**src/ml_pkg.sv**
```systemverilog
// MLink chip-to-chip link definitions
package ml_pkg;

    // One link word per cycle on the shared bus
    localparam int ML_WORD_W = 32;

    // Header word layout
    localparam int ML_OP_W = 3;
    localparam int ML_OP_LSB = 0;
    localparam int ML_SIZE_LSB = 3;
    localparam int ML_ID_LSB = 6;
    localparam int ML_DEN_BIT = 11;

    // Header plus address, and optionally two data words with the low half first
    localparam int ML_SHORT_WORDS = 2;
    localparam int ML_LONG_WORDS = 4;

    // Link opcodes
    // Zero on the bus means no frame starts in that cycle
    typedef enum logic [ML_OP_W-1:0] {
        OP_IDLE   = 3'd0,
        OP_READ   = 3'd1,
        OP_WRITE  = 3'd2,
        OP_RESP   = 3'd3,
        OP_NOTIFY = 3'd4
    } ml_op_e;

    // Bus ownership states of the link controller
    typedef enum logic [2:0] {
        LISTEN,
        ARBITRATE,
        TURN,
        SEND,
        RELEASE
    } link_state_e;

endpackage

```
**src/kl_pkg.sv**
```systemverilog
// KLink system bus definitions shared by the bridge blocks
package kl_pkg;

    // Request and response field widths
    localparam int KL_ADDR_W = 32;
    localparam int KL_DATA_W = 64;
    localparam int KL_MASK_W = 8;
    // Size is log2 of the byte count
    localparam int KL_SIZE_W = 3;
    localparam int KL_ID_W = 5;

    // Source id that tags a sideband notification toward the peer
    localparam logic [KL_ID_W-1:0] KL_NOTIFY_ID = 5'd31;

    // Number of address bits that select a byte inside one doubleword
    localparam int KL_OFFS_W = 3;

    // KLink only sees full doubleword beats, so narrower sizes get raised to this
    localparam logic [KL_SIZE_W-1:0] KL_DWORD_SIZE = 3'd3;

    // Mask that enables every byte lane of a doubleword
    localparam logic [KL_MASK_W-1:0] KL_FULL_MASK = 8'hff;

endpackage
```
**src/ml2kl_bridge.sv**
```systemverilog
`timescale 1ns/1ps

// MLink target side bridge onto the KLink system bus
module ml2kl_bridge (
    input  logic                         clk,
    input  logic                         rst,
    // KLink request channel
    output logic [kl_pkg::KL_ADDR_W-1:0] kl_req_addr,
    output logic                         kl_req_wen,
    output logic [kl_pkg::KL_DATA_W-1:0] kl_req_wdata,
    output logic [kl_pkg::KL_MASK_W-1:0] kl_req_wmask,
    output logic [kl_pkg::KL_SIZE_W-1:0] kl_req_size,
    output logic [kl_pkg::KL_ID_W-1:0]   kl_req_srcid,
    output logic                         kl_req_valid,
    input  logic                         kl_req_ready,
    // KLink response channel
    input  logic [kl_pkg::KL_DATA_W-1:0] kl_resp_rdata,
    input  logic                         kl_resp_ren,
    input  logic [kl_pkg::KL_SIZE_W-1:0] kl_resp_size,
    input  logic [kl_pkg::KL_ID_W-1:0]   kl_resp_dstid,
    input  logic                         kl_resp_valid,
    output logic                         kl_resp_ready,
    // MLink half duplex bus
    input  logic                         ml_abr,
    output logic                         ml_bbr,
    output logic [ml_pkg::ML_WORD_W-1:0] ml_data_o,
    input  logic [ml_pkg::ML_WORD_W-1:0] ml_data_i,
    output logic                         ml_data_oe,
    output logic                         ml_data_ie,
    input  logic [kl_pkg::KL_ADDR_W-1:0] sideband
);

    import kl_pkg::*;
    import ml_pkg::*;

    // Receive path from the link into the aligner
    logic                 rx_sample;
    logic                 rx_full;
    logic [KL_ADDR_W-1:0] req_addr;
    logic [KL_SIZE_W-1:0] req_size;

    // Transmit offer from the arbiter to the frame buffer
    ml_op_e               tx_op;
    logic [KL_ADDR_W-1:0] tx_addr;
    logic                 tx_den;
    logic [KL_DATA_W-1:0] tx_data;
    logic [KL_SIZE_W-1:0] tx_size;
    logic [KL_ID_W-1:0]   tx_id;
    logic                 tx_valid;
    logic                 tx_ready;
    logic                 tx_pending;
    logic                 tx_last;
    logic                 tx_advance;

    // Port names match the local nets one to one
    ml_link_ctrl u_link_ctrl (.*);
    ml_frame_rx  u_frame_rx  (.*);
    kl_req_align u_req_align (.*);
    kl_tx_arb    u_tx_arb    (.*);
    ml_frame_tx  u_frame_tx  (.*);

endmodule

```
**src/kl_tx_arb.sv**
```systemverilog
`timescale 1ns/1ps

// Chooses what the transmitter sends next
// A pending sideband notification goes before a KLink response
module kl_tx_arb (
    input  logic                         clk,
    input  logic                         rst,
    input  logic [kl_pkg::KL_ADDR_W-1:0] sideband,
    input  logic [kl_pkg::KL_DATA_W-1:0] kl_resp_rdata,
    input  logic                         kl_resp_ren,
    input  logic [kl_pkg::KL_SIZE_W-1:0] kl_resp_size,
    input  logic [kl_pkg::KL_ID_W-1:0]   kl_resp_dstid,
    input  logic                         kl_resp_valid,
    input  logic                         tx_ready,
    output logic                         kl_resp_ready,
    output ml_pkg::ml_op_e               tx_op,
    output logic [kl_pkg::KL_ADDR_W-1:0] tx_addr,
    output logic                         tx_den,
    output logic [kl_pkg::KL_DATA_W-1:0] tx_data,
    output logic [kl_pkg::KL_SIZE_W-1:0] tx_size,
    output logic [kl_pkg::KL_ID_W-1:0]   tx_id,
    output logic                         tx_valid
);

    import kl_pkg::*;
    import ml_pkg::*;

    logic [KL_ADDR_W-1:0] sideband_q;
    logic                 notify_pending;

    // Previous sideband value for edge detection
    always_ff @(posedge clk) begin
        sideband_q <= sideband;
    end

    always_ff @(posedge clk) begin
        if (rst) begin
            notify_pending <= 1'b0;
        end else if (notify_pending && tx_ready) begin
            notify_pending <= 1'b0;
        end else if ((sideband != sideband_q) && !kl_resp_valid) begin
            // A change never cuts in front of a response already on offer
            notify_pending <= 1'b1;
        end
    end

    // The notification frame carries the live sideband value in its address word
    assign tx_valid = notify_pending || kl_resp_valid;
    assign tx_op    = notify_pending ? OP_NOTIFY : OP_RESP;
    assign tx_addr  = notify_pending ? sideband : '0;
    assign tx_den   = notify_pending ? 1'b0 : kl_resp_ren;
    assign tx_data  = notify_pending ? '0 : kl_resp_rdata;
    assign tx_size  = notify_pending ? '0 : kl_resp_size;
    assign tx_id    = notify_pending ? KL_NOTIFY_ID : kl_resp_dstid;

    // Responses stall while a notification owns the transmitter
    assign kl_resp_ready = !notify_pending && tx_ready;

endmodule

```
**src/kl_req_align.sv**
```systemverilog
`timescale 1ns/1ps

// Turns a sized access without a mask into an aligned doubleword access with byte mask
module kl_req_align (
    input  logic [kl_pkg::KL_ADDR_W-1:0] req_addr,
    input  logic [kl_pkg::KL_SIZE_W-1:0] req_size,
    output logic [kl_pkg::KL_ADDR_W-1:0] kl_req_addr,
    output logic [kl_pkg::KL_MASK_W-1:0] kl_req_wmask,
    output logic [kl_pkg::KL_SIZE_W-1:0] kl_req_size
);

    import kl_pkg::*;

    logic [KL_OFFS_W-1:0] offs;

    assign offs = req_addr[KL_OFFS_W-1:0];

    always_comb begin
        kl_req_addr = {req_addr[KL_ADDR_W-1:KL_OFFS_W], {KL_OFFS_W{1'b0}}};
        kl_req_size = (req_size < KL_DWORD_SIZE) ? KL_DWORD_SIZE : req_size;
        // Misaligned and full width accesses write every lane
        kl_req_wmask = KL_FULL_MASK;
        case (req_size)
            // A byte is always aligned
            3'd0: kl_req_wmask = 8'h01 << offs;
            3'd1: begin
                if (offs[0] == 1'b0) begin
                    kl_req_wmask = 8'h03 << offs;
                end
            end
            3'd2: begin
                if (offs[1:0] == 2'b00) begin
                    kl_req_wmask = 8'h0f << offs;
                end
            end
            default: ;
        endcase
    end

endmodule

```
**src/ml_frame_tx.sv**
```systemverilog
`timescale 1ns/1ps

// MLink frame transmitter
// Holds one outgoing frame and plays its words out as the controller advances
module ml_frame_tx (
    input  logic                         clk,
    input  logic                         rst,
    input  ml_pkg::ml_op_e               tx_op,
    input  logic [kl_pkg::KL_ADDR_W-1:0] tx_addr,
    input  logic                         tx_den,
    input  logic [kl_pkg::KL_DATA_W-1:0] tx_data,
    input  logic [kl_pkg::KL_SIZE_W-1:0] tx_size,
    input  logic [kl_pkg::KL_ID_W-1:0]   tx_id,
    input  logic                         tx_valid,
    input  logic                         tx_advance,
    output logic                         tx_ready,
    output logic                         tx_pending,
    output logic                         tx_last,
    output logic [ml_pkg::ML_WORD_W-1:0] ml_data_o
);

    import ml_pkg::*;
    import kl_pkg::*;

    logic                 pending;
    logic [1:0]           word_idx;
    logic [1:0]           last_idx;
    logic                 den_q;
    logic [ML_WORD_W-1:0] hdr_word;
    logic [ML_WORD_W-1:0] hdr_q;
    logic [ML_WORD_W-1:0] addr_q;
    logic [KL_DATA_W-1:0] data_q;

    // Header word packing
    always_comb begin
        hdr_word = '0;
        hdr_word[ML_OP_LSB +: ML_OP_W] = tx_op;
        hdr_word[ML_SIZE_LSB +: KL_SIZE_W] = tx_size;
        hdr_word[ML_ID_LSB +: KL_ID_W] = tx_id;
        hdr_word[ML_DEN_BIT] = tx_den;
    end

    // A new frame is taken only into an empty buffer
    assign tx_ready = !pending;
    assign tx_pending = pending;

    assign last_idx = den_q ? 2'(ML_LONG_WORDS - 1) : 2'(ML_SHORT_WORDS - 1);
    assign tx_last = pending && (word_idx == last_idx);

    always_ff @(posedge clk) begin
        if (rst) begin
            pending  <= 1'b0;
            word_idx <= 2'd0;
        end else if (tx_valid && tx_ready) begin
            pending  <= 1'b1;
            word_idx <= 2'd0;
        end else if (tx_advance) begin
            if (tx_last) begin
                pending  <= 1'b0;
                word_idx <= 2'd0;
            end else begin
                word_idx <= word_idx + 2'd1;
            end
        end
    end

    always_ff @(posedge clk) begin
        if (tx_valid && tx_ready) begin
            hdr_q  <= hdr_word;
            addr_q <= tx_addr;
            data_q <= tx_data;
            den_q  <= tx_den;
        end
    end

    // Word order is header, address, low data, high data
    always_comb begin
        case (word_idx)
            2'd0: ml_data_o = hdr_q;
            2'd1: ml_data_o = addr_q;
            2'd2: ml_data_o = data_q[ML_WORD_W-1:0];
            default: ml_data_o = data_q[KL_DATA_W-1:ML_WORD_W];
        endcase
    end

endmodule

```
**src/ml_frame_rx.sv**
```systemverilog
`timescale 1ns/1ps

// MLink frame receiver
// Assembles one peer request from link words and holds it until KLink takes it
module ml_frame_rx (
    input  logic                         clk,
    input  logic                         rst,
    input  logic [ml_pkg::ML_WORD_W-1:0] ml_data_i,
    input  logic                         rx_sample,
    input  logic                         kl_req_ready,
    output logic                         rx_full,
    output logic [kl_pkg::KL_ADDR_W-1:0] req_addr,
    output logic [kl_pkg::KL_SIZE_W-1:0] req_size,
    output logic                         kl_req_wen,
    output logic [kl_pkg::KL_DATA_W-1:0] kl_req_wdata,
    output logic [kl_pkg::KL_ID_W-1:0]   kl_req_srcid,
    output logic                         kl_req_valid
);

    import ml_pkg::*;
    import kl_pkg::*;

    logic               in_frame;
    logic [1:0]         word_idx;
    logic [1:0]         last_idx;
    logic               den_q;
    logic [ML_OP_W-1:0] hdr_op;

    assign hdr_op = ml_data_i[ML_OP_LSB +: ML_OP_W];

    // Frame length depends on the data enable bit of the header
    assign last_idx = den_q ? 2'(ML_LONG_WORDS - 1) : 2'(ML_SHORT_WORDS - 1);

    // One entry buffer so a finished request alone makes it full
    assign rx_full = kl_req_valid;

    always_ff @(posedge clk) begin
        if (rst) begin
            in_frame     <= 1'b0;
            word_idx     <= 2'd0;
            kl_req_valid <= 1'b0;
        end else begin
            if (kl_req_valid && kl_req_ready) begin
                kl_req_valid <= 1'b0;
            end
            if (rx_sample) begin
                if (!in_frame) begin
                    // Any opcode other than idle opens a frame
                    if (hdr_op != OP_IDLE) begin
                        in_frame <= 1'b1;
                        word_idx <= 2'd1;
                    end
                end else if (word_idx == last_idx) begin
                    // Request goes out on the edge right after its last word
                    in_frame     <= 1'b0;
                    word_idx     <= 2'd0;
                    kl_req_valid <= 1'b1;
                end else begin
                    word_idx <= word_idx + 2'd1;
                end
            end
        end
    end

    // Field capture
    // Sampling stops while the buffer is full so the request stays stable
    always_ff @(posedge clk) begin
        if (rx_sample) begin
            if (!in_frame) begin
                req_size     <= ml_data_i[ML_SIZE_LSB +: KL_SIZE_W];
                kl_req_srcid <= ml_data_i[ML_ID_LSB +: KL_ID_W];
                den_q        <= ml_data_i[ML_DEN_BIT];
                kl_req_wen   <= (hdr_op == OP_WRITE);
            end else begin
                case (word_idx)
                    2'd1: req_addr <= ml_data_i;
                    2'd2: kl_req_wdata[ML_WORD_W-1:0] <= ml_data_i;
                    2'd3: kl_req_wdata[KL_DATA_W-1:ML_WORD_W] <= ml_data_i;
                    default: ;
                endcase
            end
        end
    end

endmodule

```
**src/ml_link_ctrl.sv**
```systemverilog
`timescale 1ns/1ps

// MLink bus ownership controller
// Decides when the bridge listens, when it competes for the bus and when it drives words
module ml_link_ctrl (
    input  logic clk,
    input  logic rst,
    // Peer bus request level
    input  logic ml_abr,
    // Transmitter holds a frame that still has to go out
    input  logic tx_pending,
    // Transmitter is putting its final word on the bus this cycle
    input  logic tx_last,
    // Receive buffer holds a request that KLink has not taken yet
    input  logic rx_full,
    output logic ml_bbr,
    output logic ml_data_oe,
    output logic ml_data_ie,
    output logic rx_sample,
    output logic tx_advance
);

    import ml_pkg::*;

    link_state_e state;
    link_state_e state_nxt;

    always_ff @(posedge clk) begin
        if (rst) begin
            state <= LISTEN;
        end else begin
            state <= state_nxt;
        end
    end

    always_comb begin
        state_nxt = state;
        case (state)
            LISTEN: begin
                // The bus request may only go up while the peer line is seen low
                if (tx_pending && !ml_abr) begin
                    state_nxt = ARBITRATE;
                end
            end
            ARBITRATE: begin
                // Both lines high in the same cycle means the peer wins
                // Back off and wait in LISTEN until the peer line drops again
                if (ml_abr) begin
                    state_nxt = LISTEN;
                end else begin
                    state_nxt = TURN;
                end
            end
            TURN: begin
                // Extra idle cycle so the peer has stopped driving the data lines
                // A peer that breaks the rules still never sees us drive on top of it
                if (ml_abr) begin
                    state_nxt = LISTEN;
                end else begin
                    state_nxt = SEND;
                end
            end
            SEND: begin
                if (tx_last) begin
                    state_nxt = RELEASE;
                end
            end
            RELEASE: begin
                state_nxt = LISTEN;
            end
            default: begin
                state_nxt = LISTEN;
            end
        endcase
    end

    // Own request line stays up from arbitration to the last word
    assign ml_bbr = (state == ARBITRATE) || (state == TURN) || (state == SEND);

    // Data lines are driven only while words are actually going out
    // Enable and request drop together on the edge after the last word
    assign ml_data_oe = (state == SEND);

    // Receive enable doubles as flow control toward the peer
    assign ml_data_ie = (state == LISTEN) && !rx_full;

    // Incoming words are taken whenever receive is enabled and we do not own the bus
    assign rx_sample = ml_data_ie && !ml_bbr;

    // One word per cycle with no gaps while sending
    assign tx_advance = (state == SEND);

endmodule

```
**config.mk**
```make
export PLATFORM = sky130hd
export DESIGN_NAME = ml2kl_bridge
export DESIGN_NICKNAME = d
export VERILOG_FILES = /design/src/ml_pkg.sv /design/src/kl_pkg.sv /design/src/ml2kl_bridge.sv /design/src/kl_tx_arb.sv /design/src/kl_req_align.sv /design/src/ml_frame_tx.sv /design/src/ml_frame_rx.sv /design/src/ml_link_ctrl.sv
export SDC_FILE = /design/constraint.sdc
export NUM_CORES = 1
export LEC_CHECK = 0
export BUFFER_PORTS_ARGS = -buffer_cell sky130_fd_sc_hd__buf_2
export CAP_MARGIN = 25
export CORE_UTILIZATION = 35
export CTS_CLUSTER_DIAMETER = 30
export DETAILED_ROUTE_END_ITERATION = 16
export GPL_TIMING_DRIVEN = 0
export MAX_ROUTING_LAYER = met4
export PLACE_DENSITY = 0.67
export SYNTH_ARGS = -nofsm -noshare
export SYNTH_HDL_FRONTEND = slang
export SYNTH_SLANG_ARGS = --single-unit
```
**constraint.sdc**
```tcl
create_clock -name clk -period 6.3 [get_ports clk]
set_input_delay 0.945 -clock clk [delete_from_list [all_inputs] [get_ports clk]]
set_output_delay 0.945 -clock clk [all_outputs]
set_load 0.02 [all_outputs]
```
; Word level (Yosys, flattened, before mapping)
; Cells that the tools add are included.
; W data, S select, Z words.
[totals]
elab_cells = 106
out_inout_bits = 150
mem_count = 0
latchBits = 0
register_bits = 258
in_bits = 142
romBits = 0
ramBits = 0
[op_classes]
shifts = 3
bitwise = 1
n_mux = 28
n_div = 0
reduce_logical = 35
mul = 0
n_lt_le_gt_ge = 1
add_sub_neg = 2
n_eq_ne = 16
[op_table]
columns = operator, n
row1 = $pmux W32 S3, 1
row2 = $ne A32 B32 Y1, 1
row3 = $pmux W8 S3, 1
row4 = $mux W2, 8
row5 = $mux W8, 2
row6 = $eq A3 B2 Y1 const B, 4
row7 = $mux W3, 4
row8 = $pmux W3 S4, 1
row9 = $mux W1, 11
row10 = $logic_and A1 B1 Y1, 9
row11 = $reduce_and A3 Y1, 3
row12 = $reduce_and A2 Y1, 4
row13 = $shl A1 B3 Y8 const A, 1
row14 = $shl A2 B3 Y8 const A, 1
row15 = $shl A4 B3 Y8 const A, 1
row16 = $eq A2 B2 Y1 const B, 3
row17 = $eq A3 B1 Y1 const B, 2
row18 = $logic_not A1 Y1, 6
row19 = $logic_not A3 Y1, 2
row20 = $reduce_bool A2 Y1, 3
row21 = $add A2 B1 Y2 const B, 2
row22 = $eq A2 B1 Y1 const B, 2
row23 = $eq A2 B2 Y1, 2
row24 = $logic_not A2 Y1, 2
row25 = 6 further kinds, 10

; Longest topological paths before layout
; Gate-level depths: netlist of the first run.
[logic_depth]
depth_word = 6
ltp_mapped = 7
ltp_nobuf = 7

; Cells and area by module
; From an unflattened synthesis of the first run, not the netlist that was laid out.
[unflattened]
cells_unflattened = 689
hier_area_um2 = 10221.1
[by_module_without_submodules]
columns = mod, cells_per_inst, n_inst, area_each_um2, seq_area_each_um2
row1 = ml_frame_tx, 236, 1, 4106.4, 3303.2
row2 = ml_frame_rx, 135, 1, 3453.3, 3263.1
row3 = kl_tx_arb, 198, 1, 1755.4, 660.6
row4 = kl_req_align, 100, 1, 720.7, 0.0
row5 = ml_link_ctrl, 20, 1, 185.2, 60.1

; Least setup slack after synthesis of the first run
; No wires, ideal clock.
[synth_timing]
path_type = input to register
start = input port kl_resp_valid
end = register u_frame_tx.word_idx[0]
arrival_time_ns = 6.125
n_path_buf = 0
t_required_ns = 6.179
slack_ns = 0.054
path_stages = 4
setup_time_ns = 0.121
cell_sequence = nor2_1 > nor2_1 > or2_2 > nor2_1
[synth_between]
elab_chain_cells = 3
[synth_rtl]
columns = item, line
row1 = "start, declared", ml2kl_bridge.sv:21  ; input logic kl_resp_valid,
row2 = $logic_or A1 B1 Y1, kl_tx_arb.sv:48  ; assign tx_valid = notify_pending || kl_resp_valid;
row3 = $logic_and A1 B1 Y1, ml_frame_tx.sv:54  ; end else if (tx_valid && tx_ready) begin
row4 = $reduce_or A2 Y1 (no line), --
row5 = "end signal, assigned", ml_frame_tx.sv:62  ; word_idx <= word_idx + 2'd1;
row6 = "end, declared", ml_frame_tx.sv:26  ; logic [1:0] word_idx;
; No other way between the ends.
; A chain may end at the register's enable or synchronous reset.

; Worst setup path after layout of the first run
[layout_timing]
start = register u_frame_tx.word_idx[0]
end = output port ml_data_o[1] (netlist bit)
[layout_between]
elab_chain_cells = 2
elab_cells_between_ends = 4
cone_classes = eq/ne: 2 / mux: 1 / reduce/logical: 1
[layout_rtl]
columns = item, line
row1 = $eq A2 B2 Y1 (tied with other cells), ml_frame_tx.sv:78  ; case (word_idx)
row2 = $pmux W32 S3 *, ml_frame_tx.sv:78
row3 = "end, declared", ml2kl_bridge.sv:26  ; output logic [ml_pkg::ML_WORD_W-1:0] ml_data_o,
; Every way passes the cells marked *; elsewhere a longest branch is shown, timed or not.

==> results of run 1 <==
-- flip-flops by register name, indices dropped and copies added (netlist names), 2 cells and up --
signal,flops
u_frame_rx.kl_req_wdata,64
u_frame_tx.data_q,64
u_frame_rx.req_addr,32
u_frame_tx.addr_q,32
u_tx_arb.sideband_q,32
u_frame_tx.hdr_q,11
u_frame_rx.kl_req_srcid,5
u_frame_rx.req_size,3
u_link_ctrl.state,3
u_frame_rx.word_idx,2
u_frame_tx.word_idx,2
-- placed cells by master, fill, tap and decap left out, drive strengths merged, types with 21 or more instances in the layout --
cell type,n
buf,329
edfxtp,213
clkbuf,86
nor2b,69
dfxtp,43
xor2,33
inv,33
and2,32
o21ai,29
nand2,26
nor2,25
a22oi,21
-- area by class of cell --
type	count	area, um^2
antenna	5	12.5
buffer	66	380
clock buffer	58	1310
clock inverter	38	422
fill	2425	14200
inverter	22	82.6
multi-input combinational	349	2350
sequential	256	7260
tap	378	473
timing repair buffer	291	1500
-- worst max path at each step --
stage	from	endpoint
6_report	u_frame_tx.word_idx[0]$_SDFFE_PP0P_	ml_data_o[1]
3_3_place_gp	kl_resp_valid	u_frame_tx.word_idx[0]$_SDFFE_PP0P_
5_1_grt	u_frame_tx.word_idx[1]$_SDFFE_PP0P_	ml_data_o[21]
4_1_cts	u_frame_tx.word_idx[0]$_SDFFE_PP0P_	ml_data_o[10]
3_5_place_dp	u_frame_tx.word_idx[0]$_SDFFE_PP0P_	ml_data_o[10]
2_1_floorplan	kl_resp_valid	u_frame_tx.word_idx[0]$_SDFFE_PP0P_
-- cells by family (layout without fill, tap and decap cells) --
| group | after synthesis | in the layout | share of synthesized area [%] |
|---|---|---|---|
| buffers and inverters | 88 | 475 | 4.61 |
| multiplexers | 13 | 13 | 1.30 |
| XOR/XNOR | 35 | 35 | 3.05 |
| AO/OA/AOI/OAI | 84 | 84 | 5.52 |
| adder cells (fa/ha/maj) | 17 | 17 | 2.12 |
| flip-flops | 256 | 256 | 72.2 |
| other | 1 | 8 | 0.0373 |
| AND/OR/NAND/NOR | 197 | 197 | 11.1 |
-- critical path: cells and delay by family (launching register included) --
family / cells / cell delay [ps]
flip-flops: 1 / 410
multiplexers: 1 / 140
AO/OA/AOI/OAI: 1 / 540
adder cells (fa/ha/maj): 1 / 320
buffers and inverters: 3 / 580
-- stage by stage --
stage | cells | TNS (ps) | worst slack [ps] | instance area [um^2]
6_report | 1463 | 0 | 2820 | 13800
3_3_place_gp | 1359 | -196120 | -2080 | 12000
5_1_grt | 1462 | 0 | 2640 | 13800
2_1_floorplan | 693 | 0 | 53.9 | 10100
3_5_place_dp | 1362 | 0 | 3380 | 12000
4_1_cts | 1458 | 0 | 2780 | 13800
-- metal layers --
metal | vias to the layer above | global-route usage, % | wire, um
li1 | 3173 | - | -
met1 | 3088 | 19.2 | 9830
met2 | 311 | 28.4 | 12100
met3 | 36 | 5.11 | 2170
met4 | 0 | 4.89 | 339
met5 | - | - | 0
-- report_power, final --
| part | switching [mW] | total, mW | internal (mW) |
|---|---|---|---|
| clock network | 0.914 | 2.64 | 1.73 |
| logic | 0.216 | 0.351 | 0.135 |
| registers | 0.0372 | 2.00 | 1.96 |
==> flow_metrics.env, run 1 <==
export IMPL_grt_usage_pct=16.8
export IMPL_ys_seq_elements=256
export IMPL_yosysWarnings=0
export IMPL_overflow=0
export IMPL_cts_num_sinks=256
export IMPL_reg2reg_to="u_frame_rx.req_addr[21]$_DFFE_PP_"
export IMPL_start_kind="register"
export IMPL_via_per_inst=4.52
export IMPL_routed_wl_mm=24.4
export IMPL_finalSetupViolations=0
export IMPL_initial_core_util_pct=35.9
export IMPL_floorplan_die_area_mm2=0.0294
export IMPL_cts_hold_buf=0
export IMPL_max_stage_delay_ps=540
export IMPL_outcome="completed"
export IMPL_wl_per_cell_um=16.7
export IMPL_report_final_hold_viol_count=0
export IMPL_io_pin_count=292
export IMPL_cts_tree="done"
export IMPL_netlist_top_cells_area="sky130_fd_sc_hd__edfxtp_1 64%, sky130_fd_sc_hd__dfxtp_1 8.6%, sky130_fd_sc_hd__nor2b_1 4.3%"
export IMPL_finalPower_mw=4.99
export IMPL_wire_length_of_the_first_global_routing_pass_mm=35.7
export IMPL_ant_nets=0
export IMPL_synth_common_cells="213 x sky130_fd_sc_hd__edfxtp_1, 69 x sky130_fd_sc_hd__nor2b_1, 43 x sky130_fd_sc_hd__dfxtp_1, 33 x sky130_fd_sc_hd__xor2_1"
export IMPL_std_cell_rows=61
export IMPL_post_synth_instance_area_mm2=0.0100
export IMPL_numCtsBuffers=51
export IMPL_cellLeakagePower_nw=5.56
export IMPL_worst_path_arrival_ps=2540
export IMPL_synth_flop_cell="sky130_fd_sc_hd__edfxtp_1"
export IMPL_critical_path_max_fanout=10
export IMPL_maxSlewHeadroom_pct=35.5
export IMPL_clk_pin_slew_ps=50
export IMPL_holdPathEnd="u_frame_tx.hdr_q[2]$_DFFE_PP_"
export IMPL_ys_seq_area_share_pct=72.2
export IMPL_final_core_utilization_pct=49.2
export IMPL_number_of_enable_type_register_cells_in_the_synthesized_netlist=213
export IMPL_area_delta_synth_final_pct=37.2
export IMPL_floorplan_core_area_mm2=0.0280
export IMPL_netlist_instances=691
export IMPL_period_minus_slack_ps=3480
export IMPL_power_per_cell_area_mw_per_mm2=362
export IMPL_finalHoldWorstSlack_ps=503
export IMPL_clock_path_buffers=3
export IMPL_drt_pass1_iter_count=7
export IMPL_synth_avg_cell_area_um2=14.5
export IMPL_clock_tree_htree_level_count=2
export IMPL_drt_initial_violations=542
export IMPL_cts_resized=0
export IMPL_whs_path_depth=0
export IMPL_tightestPinTransition_ps=966
export IMPL_post_route_fraction_of_the_period_consumed_by_the_critical_path_pct=55.3
export IMPL_cp_data_required_time_ps=5350
export IMPL_synthMostInstantiatedCell="sky130_fd_sc_hd__edfxtp_1"
export IMPL_detailroute_via_count=6608
export IMPL_grt_max_degree=36
export IMPL_async_reset_ff_share_pct=0
export IMPL_netlist_top_cell_by_area="sky130_fd_sc_hd__edfxtp_1"
export IMPL_die_x_um=171
export IMPL_timing_critical_path_cells="inv_1 -> ha_1 -> clkbuf_1 -> a222oi_1 -> mux2i_1 -> buf_2"
export IMPL_drc=0
export IMPL_layout_drive_gt1_share_pct=39.8
export IMPL_rsz0062_at_grt="false"
export IMPL_place_detailed_hpwl_mm=17.7
export IMPL_fmax_mhz=287
export IMPL_worstRegToRegCells=3
export IMPL_clk_root_buffer_cell="sky130_fd_sc_hd__clkbuf_16"
export IMPL_post_synth_num_cell_types=43
export IMPL_synth_top_cell_area_share_pct=63.7
export IMPL_reg2reg_setup_slack_ps=4150
export IMPL_antenna_found_initial=4
export IMPL_insertion_delay_ps=540
export IMPL_gp_congestion=0.866
export IMPL_vdd_drop_max_mv=0.312
export IMPL_die_span_y_um=171
export IMPL_critPathKind="reg2out"
export IMPL_final_max_slew_violation_count=0
export IMPL_nature_of_the_critical_path_endpoint="output port"
export IMPL_min_delay_start="u_tx_arb.notify_pending$_SDFFE_PP0P_"
export IMPL_hold_path_class="reg2reg"
export IMPL_vias_in_the_first_global_route=6445
export IMPL_cpMaxStageDelayCell="sky130_fd_sc_hd__a222oi_1"
export IMPL_reg2reg_from="u_link_ctrl.state[0]$_SDFFE_PP0P_"
export IMPL_port_buffers=288
export IMPL_design_final_nets=1196
export IMPL_finClkSkew_ps=13.5
export IMPL_cts_post_setup_buffers_inserted=0
export IMPL_timing_max_cap_violations=0
Note: power is estimated with default switching activity, not from simulation.
==> inputs of run 2 (changes only) <==
--- a/config.mk
+++ b/config.mk
@@ -12,7 +12,7 @@
 export DETAILED_ROUTE_END_ITERATION = 16
 export GPL_TIMING_DRIVEN = 0
 export MAX_ROUTING_LAYER = met4
-export PLACE_DENSITY = 0.67
+export PLACE_DENSITY = 0.65
 export SYNTH_ARGS = -nofsm -noshare
 export SYNTH_HDL_FRONTEND = slang
 export SYNTH_SLANG_ARGS = --single-unit
==> constraint.sdc (replaced) <==
create_clock -name clk -period 3.5 [get_ports clk]
set_input_delay 0.525 -clock clk [delete_from_list [all_inputs] [get_ports clk]]
set_output_delay 0.525 -clock clk [all_outputs]
set_load 0.02 [all_outputs]
==> flow_metrics.env, run 2 (synthesis gave the netlist of run 1 again) <==
export IMPL_area_delta_synth_final_pct=37.2
export IMPL_antenna_found_initial=8
export IMPL_grt_max_degree=37
export IMPL_insertion_delay_ps=530
export IMPL_min_delay_start="sideband[9]"
export IMPL_hold_path_class="in2reg"
export IMPL_timing_max_cap_violations=0
export IMPL_wl_per_cell_um=16.9
export IMPL_gp_congestion=0.850
export IMPL_holdPathEnd="u_tx_arb.sideband_q[9]$_DFF_P_"
export IMPL_place_detailed_hpwl_mm=17.6
export IMPL_reg2reg_from="u_link_ctrl.state[0]$_SDFFE_PP0P_"
export IMPL_layout_commonest_cell="sky130_fd_sc_hd__buf_2"
export IMPL_final_setup_tns_ps=0
export IMPL_routed_wl_mm=24.6
export IMPL_initial_core_util_pct=35.9
export IMPL_whs_path_depth=1
export IMPL_vias_in_the_first_global_route=6453
export IMPL_max_stage_delay_ps=480
export IMPL_report_final_hold_viol_count=0
export IMPL_finClkSkew_ps=10.6
export IMPL_via_per_inst=4.56
export IMPL_floorplan_core_area_mm2=0.0280
export IMPL_floorplan_die_area_mm2=0.0294
export IMPL_cts_resized=0
export IMPL_outcome="completed"
export IMPL_critical_path_max_fanout=10
export IMPL_cpMaxStageDelayCell="sky130_fd_sc_hd__a222oi_1"
export IMPL_worst_path_arrival_ps=2480
export IMPL_cts_post_setup_buffers_inserted=0
export IMPL_final_cell_mix="292 x sky130_fd_sc_hd__buf_2, 213 x sky130_fd_sc_hd__edfxtp_1, 69 x sky130_fd_sc_hd__nor2b_1, 53 x sky130_fd_sc_hd__clkbuf_16, 43 x sky130_fd_sc_hd__dfxtp_1"
export IMPL_final_max_slew_violation_count=0
export IMPL_power_per_cell_area_mw_per_mm2=653
export IMPL_detailroute_via_count=6642
export IMPL_reg_top3="u_frame_rx.kl_req_wdata: 64 flops, u_frame_tx.data_q: 64 flops"
export IMPL_die_span_y_um=171
export IMPL_layout_drive_gt1_share_pct=39.4
export IMPL_fmax_mhz=333
export IMPL_drt_initial_violations=392
export IMPL_numCtsBuffers=49
export IMPL_drc=0
export IMPL_rsz0062_at_grt="false"
export IMPL_port_buffers=288
export IMPL_critPathKind="reg2out"
export IMPL_ant_nets=0
export IMPL_reg2reg_to="u_frame_rx.req_size[0]$_DFFE_PP_"
export IMPL_overflow=0
export IMPL_worstRegToRegCells=3
export IMPL_reg2reg_setup_slack_ps=1300
export IMPL_post_route_fraction_of_the_period_consumed_by_the_critical_path_pct=85.9
export IMPL_cts_tree="done"
export IMPL_grt_usage_pct=16.9
export IMPL_cp_data_required_time_ps=2970
export IMPL_finalSetupViolations=0
export IMPL_cellLeakagePower_nw=5.55
export IMPL_period_minus_slack_ps=3000
export IMPL_clock_path_buffers=3
export IMPL_tightestPinTransition_ps=1000
export IMPL_finalHoldWorstSlack_ps=132
export IMPL_std_cell_rows=61
export IMPL_drt_pass1_iter_count=5
export IMPL_vdd_drop_max_mv=0.434
export IMPL_critical_path_n_buffers_inverters=3
export IMPL_clk_root_buffer_cell="sky130_fd_sc_hd__clkbuf_16"
export IMPL_dp_cells=1362
export IMPL_nature_of_the_critical_path_endpoint="output port"
export IMPL_io_pin_count=292
export IMPL_maxSlewHeadroom_pct=32.9
export IMPL_wire_length_of_the_first_global_routing_pass_mm=36.0
export IMPL_start_kind="register"
export IMPL_timing_critical_path_cells="inv_1 -> ha_1 -> clkbuf_1 -> a222oi_1 -> mux2i_1 -> buf_2"
export IMPL_cts_hold_buf=0
export IMPL_clk_pin_slew_ps=50
export IMPL_finalNonFillerCells=1457
export IMPL_clock_tree_htree_level_count=2
export IMPL_cts_num_sinks=256
export IMPL_final_core_utilization_pct=49.2
export IMPL_crit_family="buffers and inverters"
export IMPL_design_final_nets=1194
export IMPL_die_x_um=171
[run 2: cell types whose count changed in the layout (fill, tap and decap cells not counted), moves of 2 or more]
cell	change
sky130_fd_sc_hd__clkinv_2	-3
sky130_fd_sc_hd__clkinv_4	-4
sky130_fd_sc_hd__diode_2	+3
sky130_fd_sc_hd__clkbuf_8	+3
sky130_fd_sc_hd__inv_6	-6
sky130_fd_sc_hd__clkbuf_16	+2
[run 2: worst max-delay path by stage]
stage                                         from  slack (ps)                             endpoint  cells past startpoint
2_1_floorplan                        kl_resp_valid         880  u_frame_tx.word_idx[1]$_SDFFE_PP0P_                      4
3_3_place_gp                         kl_resp_valid          20  u_frame_tx.word_idx[1]$_SDFFE_PP0P_                      5
3_5_place_dp   u_frame_tx.word_idx[0]$_SDFFE_PP0P_        1000                        ml_data_o[10]                      5
4_1_cts        u_frame_tx.word_idx[0]$_SDFFE_PP0P_         410                        ml_data_o[10]                      5
5_1_grt        u_frame_tx.word_idx[0]$_SDFFE_PP0P_         280                        ml_data_o[28]                      6
6_report       u_frame_tx.word_idx[0]$_SDFFE_PP0P_         500                         ml_data_o[8]                      6
[run 2: report_power, final]
| part | total (mW) | internal [mW] | switching, mW |
|---|---|---|---|
| clock network | 4.76 | 3.26 | 1.50 |
| logic | 0.637 | 0.244 | 0.393 |
| registers | 3.60 | 3.53 | 0.0669 |
| total | 9.00 | 7.04 | 1.96 |
[run 2: layer usage]
metal	wire length (um)	vias to the layer above	track usage (%)
met5	0	-	-
met4	419	0	4.85
met3	2080	45	5.36
met2	12000	305	28.3
met1	10000	3118	19.3
li1	-	3174	-
[run 2: layout make-up]
type / instances / area [um^2]
diodes: 8 / 20.0
plain buffers: 66 / 380
clock buffers: 63 / 1400
clock inverters: 24 / 312
fillers: 2450 / 14200
inverters: 22 / 82.6
multi-input cells: 349 / 2350
flip-flops and latches: 256 / 7260
well taps: 378 / 473
repair buffers: 291 / 1510
[run 2: through the flow]
stage | setup slack, ps | power (mW) | area [um^2]
2_1_floorplan | 880 | 4.00 | 10100
3_3_place_gp | 23.3 | 4.27 | 12000
4_1_cts | 409 | 9.08 | 13800
6_report | 495 | 9.00 | 13800
5_1_grt | 282 | 9.28 | 13800
3_5_place_dp | 1000 | 4.29 | 12000
